<file path="src/rtl/edge_job_config.svh">
// Width, cacheline and queue-depth macros for the edge job controller
// Shared by the package, the slice interface and the RTL

`ifndef EDGE_JOB_CONFIG_SVH
`define EDGE_JOB_CONFIG_SVH

// Edge destination word
`define EDGE_BITS        32
`define EDGE_BYTES       4

// Cacheline geometry
`define EDGES_PER_LINE   8
`define LINE_BYTES       32

// Address, vertex id and edge count widths
`define ADDR_BITS        32
`define VID_BITS         16
`define CNT_BITS         16

// Output queue
`define EDGE_FIFO_DEPTH  16

`endif

</file>
<file path="src/rtl/edge_job_pkg.sv">
// Types for the edge job controller
// Controller states, read opcodes, line and slot types, queue entry

`include "edge_job_config.svh"

package edge_job_pkg;

	typedef enum logic [2:0] {
		IDLE,
		LOAD,
		ISSUE,
		WAIT_DATA,
		SHIFT,
		NEXT
	} edge_state_t;

	// Full line only when the chunk fills all slots from slot 0
	typedef enum logic [1:0] {
		READ_LINE    = 2'd0,
		READ_PARTIAL = 2'd1
	} read_opcode_t;

	typedef logic [`EDGES_PER_LINE*`EDGE_BITS-1:0] line_t;
	typedef logic [$clog2(`EDGES_PER_LINE)-1:0]    slot_t;
	typedef logic [`CNT_BITS-1:0]                  count_t;

	typedef struct packed {
		logic [`VID_BITS-1:0]  src;
		logic [`EDGE_BITS-1:0] dest;
		count_t                seq;
	} edge_entry_t;

endpackage

</file>
<file path="src/rtl/edge_slice_if.sv">
// Chunk and shift control between the FSM, chunk counter and line shifter

`timescale 1ns/1ps
`include "edge_job_config.svh"

interface edge_slice_if;

	// FSM controls
	logic load;
	logic step;
	logic shift_start;

	// Current chunk, valid one cycle after load or step
	logic [`ADDR_BITS-1:0]      chunk_addr;
	edge_job_pkg::slot_t        chunk_first;
	edge_job_pkg::count_t       chunk_count;
	edge_job_pkg::read_opcode_t chunk_opcode;
	logic                       done_edges;

	logic shift_done;

	modport fsm (output load, step, shift_start, input done_edges, shift_done);

	modport counter (input load, step,
		output chunk_addr, chunk_first, chunk_count, chunk_opcode, done_edges);

	modport shifter (input load, shift_start, chunk_first, chunk_count, output shift_done);

endinterface

</file>
<file path="src/rtl/edge_chunk_counter.sv">
// Edge chunk counter
// Tracks index and remaining edges, derives line address, slot, size, opcode

`timescale 1ns/1ps
`include "edge_job_config.svh"

module edge_chunk_counter (
	input  logic                  clock,
	input  logic                  rstn,
	input  logic [`ADDR_BITS-1:0] edge_base,
	input  edge_job_pkg::count_t  vertex_edge_idx,
	input  edge_job_pkg::count_t  vertex_edge_count,
	edge_slice_if.counter         s
);

	localparam int EDGE_LO = $clog2(`EDGE_BYTES);
	localparam int LINE_LO = $clog2(`LINE_BYTES);

	edge_job_pkg::count_t  edge_idx;
	edge_job_pkg::count_t  remaining;
	logic [`ADDR_BITS-1:0] byte_addr;
	edge_job_pkg::slot_t   first_slot;
	edge_job_pkg::count_t  room;
	edge_job_pkg::count_t  take;

	//////////////////////////////////////////////////
	// Chunk geometry
	//////////////////////////////////////////////////

	assign byte_addr  = edge_base + (`ADDR_BITS'(edge_idx) << EDGE_LO);
	assign first_slot = byte_addr[LINE_LO-1:EDGE_LO];
	assign room       = edge_job_pkg::count_t'(`EDGES_PER_LINE) - edge_job_pkg::count_t'(first_slot);
	// Whatever is left, up to the end of the line
	assign take       = (remaining < room) ? remaining : room;

	always_ff @(posedge clock or negedge rstn) begin
		if (!rstn) begin
			edge_idx  <= '0;
			remaining <= '0;
		end else if (s.load) begin
			edge_idx  <= vertex_edge_idx;
			remaining <= vertex_edge_count;
		end else if (s.step) begin
			edge_idx  <= edge_idx + take;
			remaining <= remaining - take;
		end
	end

	always_ff @(posedge clock) begin
		if (s.step) begin
			s.chunk_addr  <= {byte_addr[`ADDR_BITS-1:LINE_LO], {LINE_LO{1'b0}}};
			s.chunk_first <= first_slot;
			s.chunk_count <= take;
			if (first_slot == '0 && take == edge_job_pkg::count_t'(`EDGES_PER_LINE))
				s.chunk_opcode <= edge_job_pkg::READ_LINE;
			else
				s.chunk_opcode <= edge_job_pkg::READ_PARTIAL;
		end
	end

	assign s.done_edges = (remaining == '0);

	// A chunk never runs past the end of its line
	a_chunk_in_line: assert property (@(posedge clock) disable iff (!rstn)
		s.step |=> (edge_job_pkg::count_t'(s.chunk_first) + s.chunk_count
			<= edge_job_pkg::count_t'(`EDGES_PER_LINE)));

endmodule

</file>
<file path="src/rtl/edge_fifo.sv">
// First-word-fall-through queue of labelled edges

`timescale 1ns/1ps
`include "edge_job_config.svh"

module edge_fifo (
	input  logic                      clock,
	input  logic                      rstn,
	input  logic                      push,
	input  edge_job_pkg::edge_entry_t push_entry,
	input  logic                      pop,
	output logic                      full,
	output logic                      valid,
	output edge_job_pkg::edge_entry_t head
);

	localparam int PTR_BITS = $clog2(`EDGE_FIFO_DEPTH);

	edge_job_pkg::edge_entry_t mem [`EDGE_FIFO_DEPTH];
	logic [PTR_BITS-1:0]       wr_ptr;
	logic [PTR_BITS-1:0]       rd_ptr;
	logic [PTR_BITS:0]         count;
	logic                      do_push;
	logic                      do_pop;

	function automatic logic [PTR_BITS-1:0] ptr_inc(input logic [PTR_BITS-1:0] p);
		ptr_inc = (p == PTR_BITS'(`EDGE_FIFO_DEPTH - 1)) ? '0 : p + 1'b1;
	endfunction

	assign full    = (count == (PTR_BITS+1)'(`EDGE_FIFO_DEPTH));
	assign valid   = (count != '0);
	assign head    = mem[rd_ptr];
	assign do_push = push && !full;
	assign do_pop  = pop && valid;

	always_ff @(posedge clock or negedge rstn) begin
		if (!rstn) begin
			wr_ptr <= '0;
			rd_ptr <= '0;
			count  <= '0;
		end else begin
			if (do_push)
				wr_ptr <= ptr_inc(wr_ptr);
			if (do_pop)
				rd_ptr <= ptr_inc(rd_ptr);
			count <= count + do_push - do_pop;
		end
	end

	always_ff @(posedge clock) begin
		if (do_push)
			mem[wr_ptr] <= push_entry;
	end

	a_no_push_full: assert property (@(posedge clock) disable iff (!rstn) push |-> !full);

endmodule

</file>
<file path="src/rtl/edge_job_control.sv">
// Edge job controller top level
// FSM, chunk counter, line shifter and edge queue

`timescale 1ns/1ps
`include "edge_job_config.svh"

module edge_job_control (
	input  logic                       clock,
	input  logic                       rstn,
	input  logic [`ADDR_BITS-1:0]      edge_base,
	input  logic                       vertex_valid,
	input  logic [`VID_BITS-1:0]       vertex_id,
	input  edge_job_pkg::count_t       vertex_edge_idx,
	input  edge_job_pkg::count_t       vertex_edge_count,
	input  logic                       cmd_grant,
	input  logic                       rd_valid,
	input  edge_job_pkg::line_t        rd_data,
	input  logic                       edge_ready,
	output logic                       vertex_ready,
	output logic                       cmd_valid,
	output logic [`ADDR_BITS-1:0]      cmd_addr,
	output edge_job_pkg::read_opcode_t cmd_opcode,
	output edge_job_pkg::slot_t        cmd_first,
	output edge_job_pkg::count_t       cmd_count,
	output logic                       edge_valid,
	output logic [`VID_BITS-1:0]       edge_src,
	output logic [`EDGE_BITS-1:0]      edge_dest,
	output edge_job_pkg::count_t       edge_seq
);

	edge_slice_if              slice ();
	logic                      push;
	edge_job_pkg::edge_entry_t push_entry;
	logic                      full;
	edge_job_pkg::edge_entry_t head;

	edge_job_fsm u_fsm (.clock, .rstn, .vertex_valid, .cmd_grant, .rd_valid,
		.vertex_ready, .cmd_valid, .s(slice.fsm));

	edge_chunk_counter u_counter (.clock, .rstn, .edge_base, .vertex_edge_idx,
		.vertex_edge_count, .s(slice.counter));

	edge_line_shifter u_shifter (.clock, .rstn, .rd_data, .vertex_id,
		.s(slice.shifter), .push, .push_entry, .full);

	edge_fifo u_fifo (.clock, .rstn, .push, .push_entry, .pop(edge_ready),
		.full, .valid(edge_valid), .head);

	// Command fields only show while a command is pending
	assign cmd_addr   = cmd_valid ? slice.chunk_addr : '0;
	assign cmd_opcode = cmd_valid ? slice.chunk_opcode : edge_job_pkg::READ_LINE;
	assign cmd_first  = cmd_valid ? slice.chunk_first : '0;
	assign cmd_count  = cmd_valid ? slice.chunk_count : '0;

	assign edge_src  = head.src;
	assign edge_dest = head.dest;
	assign edge_seq  = head.seq;

endmodule

</file>
<file path="src/rtl/edge_job_fsm.sv">
// Controller FSM for vertex jobs
// Sequences vertex accept, chunk step, command issue, data wait and shift

`timescale 1ns/1ps

module edge_job_fsm (
	input  logic             clock,
	input  logic             rstn,
	input  logic             vertex_valid,
	input  logic             cmd_grant,
	input  logic             rd_valid,
	output logic             vertex_ready,
	output logic             cmd_valid,
	edge_slice_if.fsm        s
);

	edge_job_pkg::edge_state_t state;
	edge_job_pkg::edge_state_t state_next;

	//////////////////////////////////////////////////
	// State register
	//////////////////////////////////////////////////

	always_ff @(posedge clock or negedge rstn) begin
		if (!rstn) begin
			state <= edge_job_pkg::IDLE;
		end else begin
			state <= state_next;
		end
	end

	always_comb begin
		state_next = state;
		case (state)
			edge_job_pkg::IDLE: begin
				if (vertex_valid)
					state_next = edge_job_pkg::LOAD;
			end
			// Counter settles on the new job
			edge_job_pkg::LOAD: begin
				state_next = edge_job_pkg::NEXT;
			end
			edge_job_pkg::NEXT: begin
				if (s.done_edges)
					state_next = edge_job_pkg::IDLE;
				else
					state_next = edge_job_pkg::ISSUE;
			end
			edge_job_pkg::ISSUE: begin
				if (cmd_grant)
					state_next = edge_job_pkg::WAIT_DATA;
			end
			edge_job_pkg::WAIT_DATA: begin
				if (rd_valid)
					state_next = edge_job_pkg::SHIFT;
			end
			edge_job_pkg::SHIFT: begin
				if (s.shift_done)
					state_next = edge_job_pkg::NEXT;
			end
			default: begin
				state_next = edge_job_pkg::IDLE;
			end
		endcase
	end

	//////////////////////////////////////////////////
	// Decoded outputs
	//////////////////////////////////////////////////

	assign vertex_ready = (state == edge_job_pkg::IDLE);
	assign cmd_valid    = (state == edge_job_pkg::ISSUE);

	// Job fields are taken on the accept edge itself
	assign s.load        = vertex_ready && vertex_valid;
	assign s.step        = (state == edge_job_pkg::NEXT) && !s.done_edges;
	assign s.shift_start = (state == edge_job_pkg::WAIT_DATA) && rd_valid;

	// Command is held until granted
	a_cmd_held: assert property (@(posedge clock) disable iff (!rstn)
		$fell(cmd_valid) |-> $past(cmd_grant));

	// Only one line outstanding, data only after a grant
	a_rd_in_wait: assert property (@(posedge clock) disable iff (!rstn)
		rd_valid |-> (state == edge_job_pkg::WAIT_DATA));

endmodule

</file>
<file path="src/rtl/edge_line_shifter.sv">
// Line shifter
// Captures one read line and pushes the chunk's edges into the edge queue

`timescale 1ns/1ps
`include "edge_job_config.svh"

module edge_line_shifter (
	input  logic                      clock,
	input  logic                      rstn,
	input  edge_job_pkg::line_t       rd_data,
	input  logic [`VID_BITS-1:0]      vertex_id,
	edge_slice_if.shifter             s,
	output logic                      push,
	output edge_job_pkg::edge_entry_t push_entry,
	input  logic                      full
);

	edge_job_pkg::line_t  line_q;
	edge_job_pkg::count_t left;
	edge_job_pkg::count_t seq_cnt;
	logic                 active;
	logic [`VID_BITS-1:0] src_id;

	// Stall while the queue is full
	assign push         = active && !full;
	assign s.shift_done = push && (left == edge_job_pkg::count_t'(1));

	assign push_entry = '{src: src_id, dest: line_q[`EDGE_BITS-1:0], seq: seq_cnt};

	always_ff @(posedge clock or negedge rstn) begin
		if (!rstn) begin
			active  <= 1'b0;
			left    <= '0;
			seq_cnt <= '0;
		end else begin
			if (s.shift_start) begin
				active <= 1'b1;
				left   <= s.chunk_count;
			end else if (push) begin
				left <= left - 1'b1;
				if (s.shift_done)
					active <= 1'b0;
			end
			// Sequence numbers run across all chunks of a vertex
			if (s.load)
				seq_cnt <= '0;
			else if (push)
				seq_cnt <= seq_cnt + 1'b1;
		end
	end

	// First wanted edge lands in the low word, then one word per push
	always_ff @(posedge clock) begin
		if (s.shift_start)
			line_q <= rd_data >> (s.chunk_first * `EDGE_BITS);
		else if (push)
			line_q <= line_q >> `EDGE_BITS;
		if (s.load)
			src_id <= vertex_id;
	end

endmodule

</file>
<file path="config.mk">
export PLATFORM = sky130hd
export DESIGN_NAME = edge_job_control
export DESIGN_NICKNAME = d
export VERILOG_FILES = /design/src/rtl/edge_job_pkg.sv /design/src/rtl/edge_slice_if.sv /design/src/rtl/edge_chunk_counter.sv /design/src/rtl/edge_fifo.sv /design/src/rtl/edge_job_control.sv /design/src/rtl/edge_job_fsm.sv /design/src/rtl/edge_line_shifter.sv
export VERILOG_INCLUDE_DIRS = /design/src /design/src/rtl
export SDC_FILE = /design/constraint.sdc
export NUM_CORES = 2
export LEC_CHECK = 0
export BUFFER_PORTS_ARGS = -buffer_cell sky130_fd_sc_hd__buf_4
export CAP_MARGIN = 20
export CORE_MARGIN = 2
export CORE_UTILIZATION = 45
export DETAILED_ROUTE_END_ITERATION = 8
export PLACE_DENSITY = 0.73
export SYNTH_ARGS = -nofsm -noshare
export SYNTH_HDL_FRONTEND = slang
export SYNTH_SLANG_ARGS = --single-unit
</file>
<file path="constraint.sdc">
create_clock -name clock -period 10.75 [get_ports clock]
set_input_delay 0 -clock clock [delete_from_list [all_inputs] [get_ports clock]]
set_output_delay 0 -clock clock [all_outputs]
set_load 0.01 [all_outputs]
</file>
==> metrics.cfg <==
[grt]
antenna_found_initial = 12
grt_pass1_vias = 39300
grt_pass1_wl_mm = 242
overflow = 0
grt_start_max_net_pins = 152
grt_usage_pct = 22.6

[layout]
regArea_sq_um = 42400
multiInputGateArea_sq_um = 19200
drive_gt1_share_pct = 24.7
final_util_pct = 56.4
areaGrowthSynthToFinish_pct = 24.4
layout.nets = 5163
n_fill_cell = 10200

[placement]
io_buffers = 453
gp_routability_congestion = 0.852
hpwl_mm = 89.1

[critical_path]
startpoint = u_counter.edge_idx[0]
cp_cell_sequence = ha_1 > inv_1 > fa_1 > xor2_1 > dlygate4sd3_1 > inv_1 > nor3_1 > inv_1 > ha_1 > o21ai_0 > nand4b_1 > nand2_1 > o21ai_0 > ha_1 > fa_1 > a211oi_1 > o21bai_1 > a2111oi_2 > o21ai_0 > xor2_1 > nand2_1 > a31oi_1 > dlygate4sd3_1
cp.required_ns = 11.45
cp.arrival_ns = 7.07
cp_max_fo = 9
critPathTopFamily = compound AO/OA/AOI/OAI gates
start_kind = flop
criticalPathCategory = reg -> reg
slowest_delay_ns = 0.58
cp_num_buf_inv = 5
cp_slowest_cell = dlygate4sd3_1
r2r_start = u_counter.edge_idx[0]
end_kind = flop

[power_and_ir_drop]
pwr-share-seq_pct = 42.0
switching_share_pct = 32.3
finalPower_mw = 21.5
p_int_mw = 14.5
p_sw_mw = 6.94
irDropWorstVdd_uv = 159
power.density_nw_per_um2 = 276
p_comb_share_pct = 33.9
leakage_nw = 27.9
clkPwrFrac_pct = 24.1

[floorplanning]
io_pins = 462
num_rows = 136
die_h_um = 376
die_area_sq_um = 142000
die_x_um = 376
start_util_pct = 45.4
core_area_sq_um = 138000

[clock_network]
clock_sinks = 1424
h-tree-depth = 4
cts_made_buffers = 151
cts-root-buf = clkbuf_16
cts_tree = built
clk_pin_slew_ns = 0.05
ctsResizeCount = 0
clk_latency_ns = 0.77
clock_tree.buffer_depth = 3

[yosys]
synth_flop_cell = edfxtp_1
yosys_warnings = 0
yosysMostFrequentCell = edfxtp_1
synth_compound_area_share_pct = 6.44
synth_xor_area_share_pct = 1.14
synthCells = 3836
yosys-top-cells-count = edfxtp_1 (1,343), mux4_2 (324), nand2_1 (306), nor2_1 (260), o21ai_0 (212)
syn-cell-area_sq_um = 62400
synthSimpleGateAreaFrac_pct = 5.42
synth_fa_ha_area_share_pct = 1.21
synth.avg_cell_area_sq_um = 16.3
async_flop_share_pct = 5.69
synthMuxAreaShare_pct = 16.0
synth-edff-count = 1343
yosys-top-cells-area = edfxtp_1 (65%), mux4_2 (12%), dfrtp_1 (3.2%), mux2i_1 (2.6%), nand2_1 (1.8%)
synth.largest_area_cell = edfxtp_1
ys_seq_area_share_pct = 67.8
yosysUniqueCellTypes = 73
synth_top_family_by_area = multiplexers
yosysTopAreaCellShare_pct = 64.6
ys_ff_latch = 1424

[job]
maxCapViolCount = 0

[sta]
hold_viol_final = 0
slew_headroom_pct = 29.5
setup_tns_ns = 0
tightest_slew_ns = 1.06
rsz0062_at_grt = false
period_minus_slack_ns = 6.37
skew_ns = 0.0258
final-setup-viol-count = 0
fin_crit_sh_pct = 59.3
max_freq_ghz = 0.157
drv_slew = 0

[routing]
wl_mm = 162
num_vias = 38500
vias_per_cell = 5.75
first_pass_iters = 6
ant_nets = 0
drc = 0
dr.first_iter.drc_count = 3758
routedWlPerCell_um = 24.1

[worst_hold_path]
hp-class = in -> reg
hold_start = rd_data[52]

[run_status]
outcome = finished, final reports clean

[metal layers]
layer	up-vias	GRT usage, %	routed length [um]
li1	17000	-	-
met1	19400	30.2	64300
met2	1774	37.1	79800
met3	324	4.65	12700
met4	4	7.49	4780
met5	-	0	21
[placed cells by master (no fill, tap or decap), types with 34 or more instances in the layout]
cell,netlist,routed
nand2_1,306,305
clkbuf_16,0,155
nor2_1,260,245
xnor2_1,48,48
o21ai_0,212,212
clkbuf_1,167,47
a22o_1,96,96
ha_1,54,54
mux2i_1,160,160
a211oi_1,35,35
dfrtp_1,81,77
dlygate4sd3_1,0,473
edfxtp_1,1343,1343
and2_1,80,80
mux2_2,99,99
a22oi_1,34,34
a21oi_1,163,163
mux4_2,324,324
buf_4,6,517
inv_1,37,36
[kinds of logic (layout without fill, tap and decap cells)]
family / Yosys count / after routing
compound gates: 639 / 639
fa+ha+maj: 58 / 58
simple gates: 758 / 758
flops: 1424 / 1424
other cells: 1 / 40
xor+xnor: 81 / 81
mux: 583 / 583
buf+inv: 292 / 1317
[power groups by stage]
stage          clock, mW  sequential, mW  combinational [mW]
2_1_floorplan          0            8.87                4.71
3_3_place_gp           0            9.01                6.74
3_5_place_dp           0            9.11                6.84
4_1_cts             5.25            9.02                7.29
5_1_grt             5.47            9.17                7.90
6_report            5.16            9.01                7.28
[worst register-to-register path: stages (launching register included)]
cell and delay, ns:
dfrtp_1 0.38, ha_1 0.19, inv_1 0.06, fa_1 0.39, xor2_1 0.22, dlygate4sd3_1 0.58
inv_1 0.06, nor3_1 0.26, inv_1 0.09, ha_1 0.29, o21ai_0 0.09, nand4b_1 0.33
nand2_1 0.16, o21ai_0 0.21, ha_1 0.30, fa_1 0.46, a211oi_1 0.31, o21bai_1 0.18
a2111oi_2 0.58, o21ai_0 0.19, xor2_1 0.16, nand2_1 0.08, a31oi_1 0.19, dlygate4sd3_1 0.56
[what timing repair did]
action / CTS / global route
hold endpoints to repair: 397 / 0
buffers inserted: 0 / 0
hold buffers: 474 / 0
endpoints found under the setup margin: 0 / 0
[layout make-up]
class,count,share of cell area [%]
Antenna cell,11,0.0354
Clock buffer,205,5.27
Clock inverter,74,1.07
Inverter,39,0.188
Multi-Input combinational cell,2148,24.7
Sequential cell,1424,54.5
Tap cell,1794,2.89
Timing Repair Buffer,999,11.3
[metrics by stage]
step | setup slack, ns | instance area [sq um] | hold slack (ns) | instances
2_1_floorplan | 3.02 | 62500 | -0.296 | 3864
3_3_place_gp | 5.37 | 67800 | -0.0717 | 5924
3_5_place_dp | 5.32 | 67900 | -0.0670 | 5925
4_1_cts | 4.40 | 77600 | 0.00425 | 6678
5_1_grt | 3.86 | 77700 | 0.0647 | 6691
6_report | 4.38 | 77700 | 0.0411 | 6694
[registers in the layout, indices dropped and copies added (netlist names)]
name,count
u_counter.s.chunk_count,16
u_shifter.left,16
u_counter.s.chunk_first,3
u_counter.s.chunk_opcode,1
u_shifter.line_q,256
u_counter.edge_idx,16
u_fifo.wr_ptr,4
u_fifo.mem,1024
u_fifo.rd_ptr,4
u_shifter.active,1
u_counter.s.chunk_addr,27
u_shifter.src_id,16
u_counter.remaining,16
u_fsm.state,3
u_fifo.count,5
u_shifter.seq_cnt,16
[worst paths after layout]
path                            slack [ns]                     end  cells past startpoint
max in group asynchronous             9.48        u_fifo.rd_ptr[3]                      4
worst min register to register        0.48       u_shifter.left[3]                      2
worst min-delay path                  0.04    u_shifter.line_q[52]                      6
worst max-delay path                  4.38  u_counter.edge_idx[14]                     23
min in group asynchronous             0.32  u_counter.edge_idx[14]                      4
worst max register to register        4.38  u_counter.edge_idx[14]                     23
Note: power is estimated with default switching activity, not from simulation.
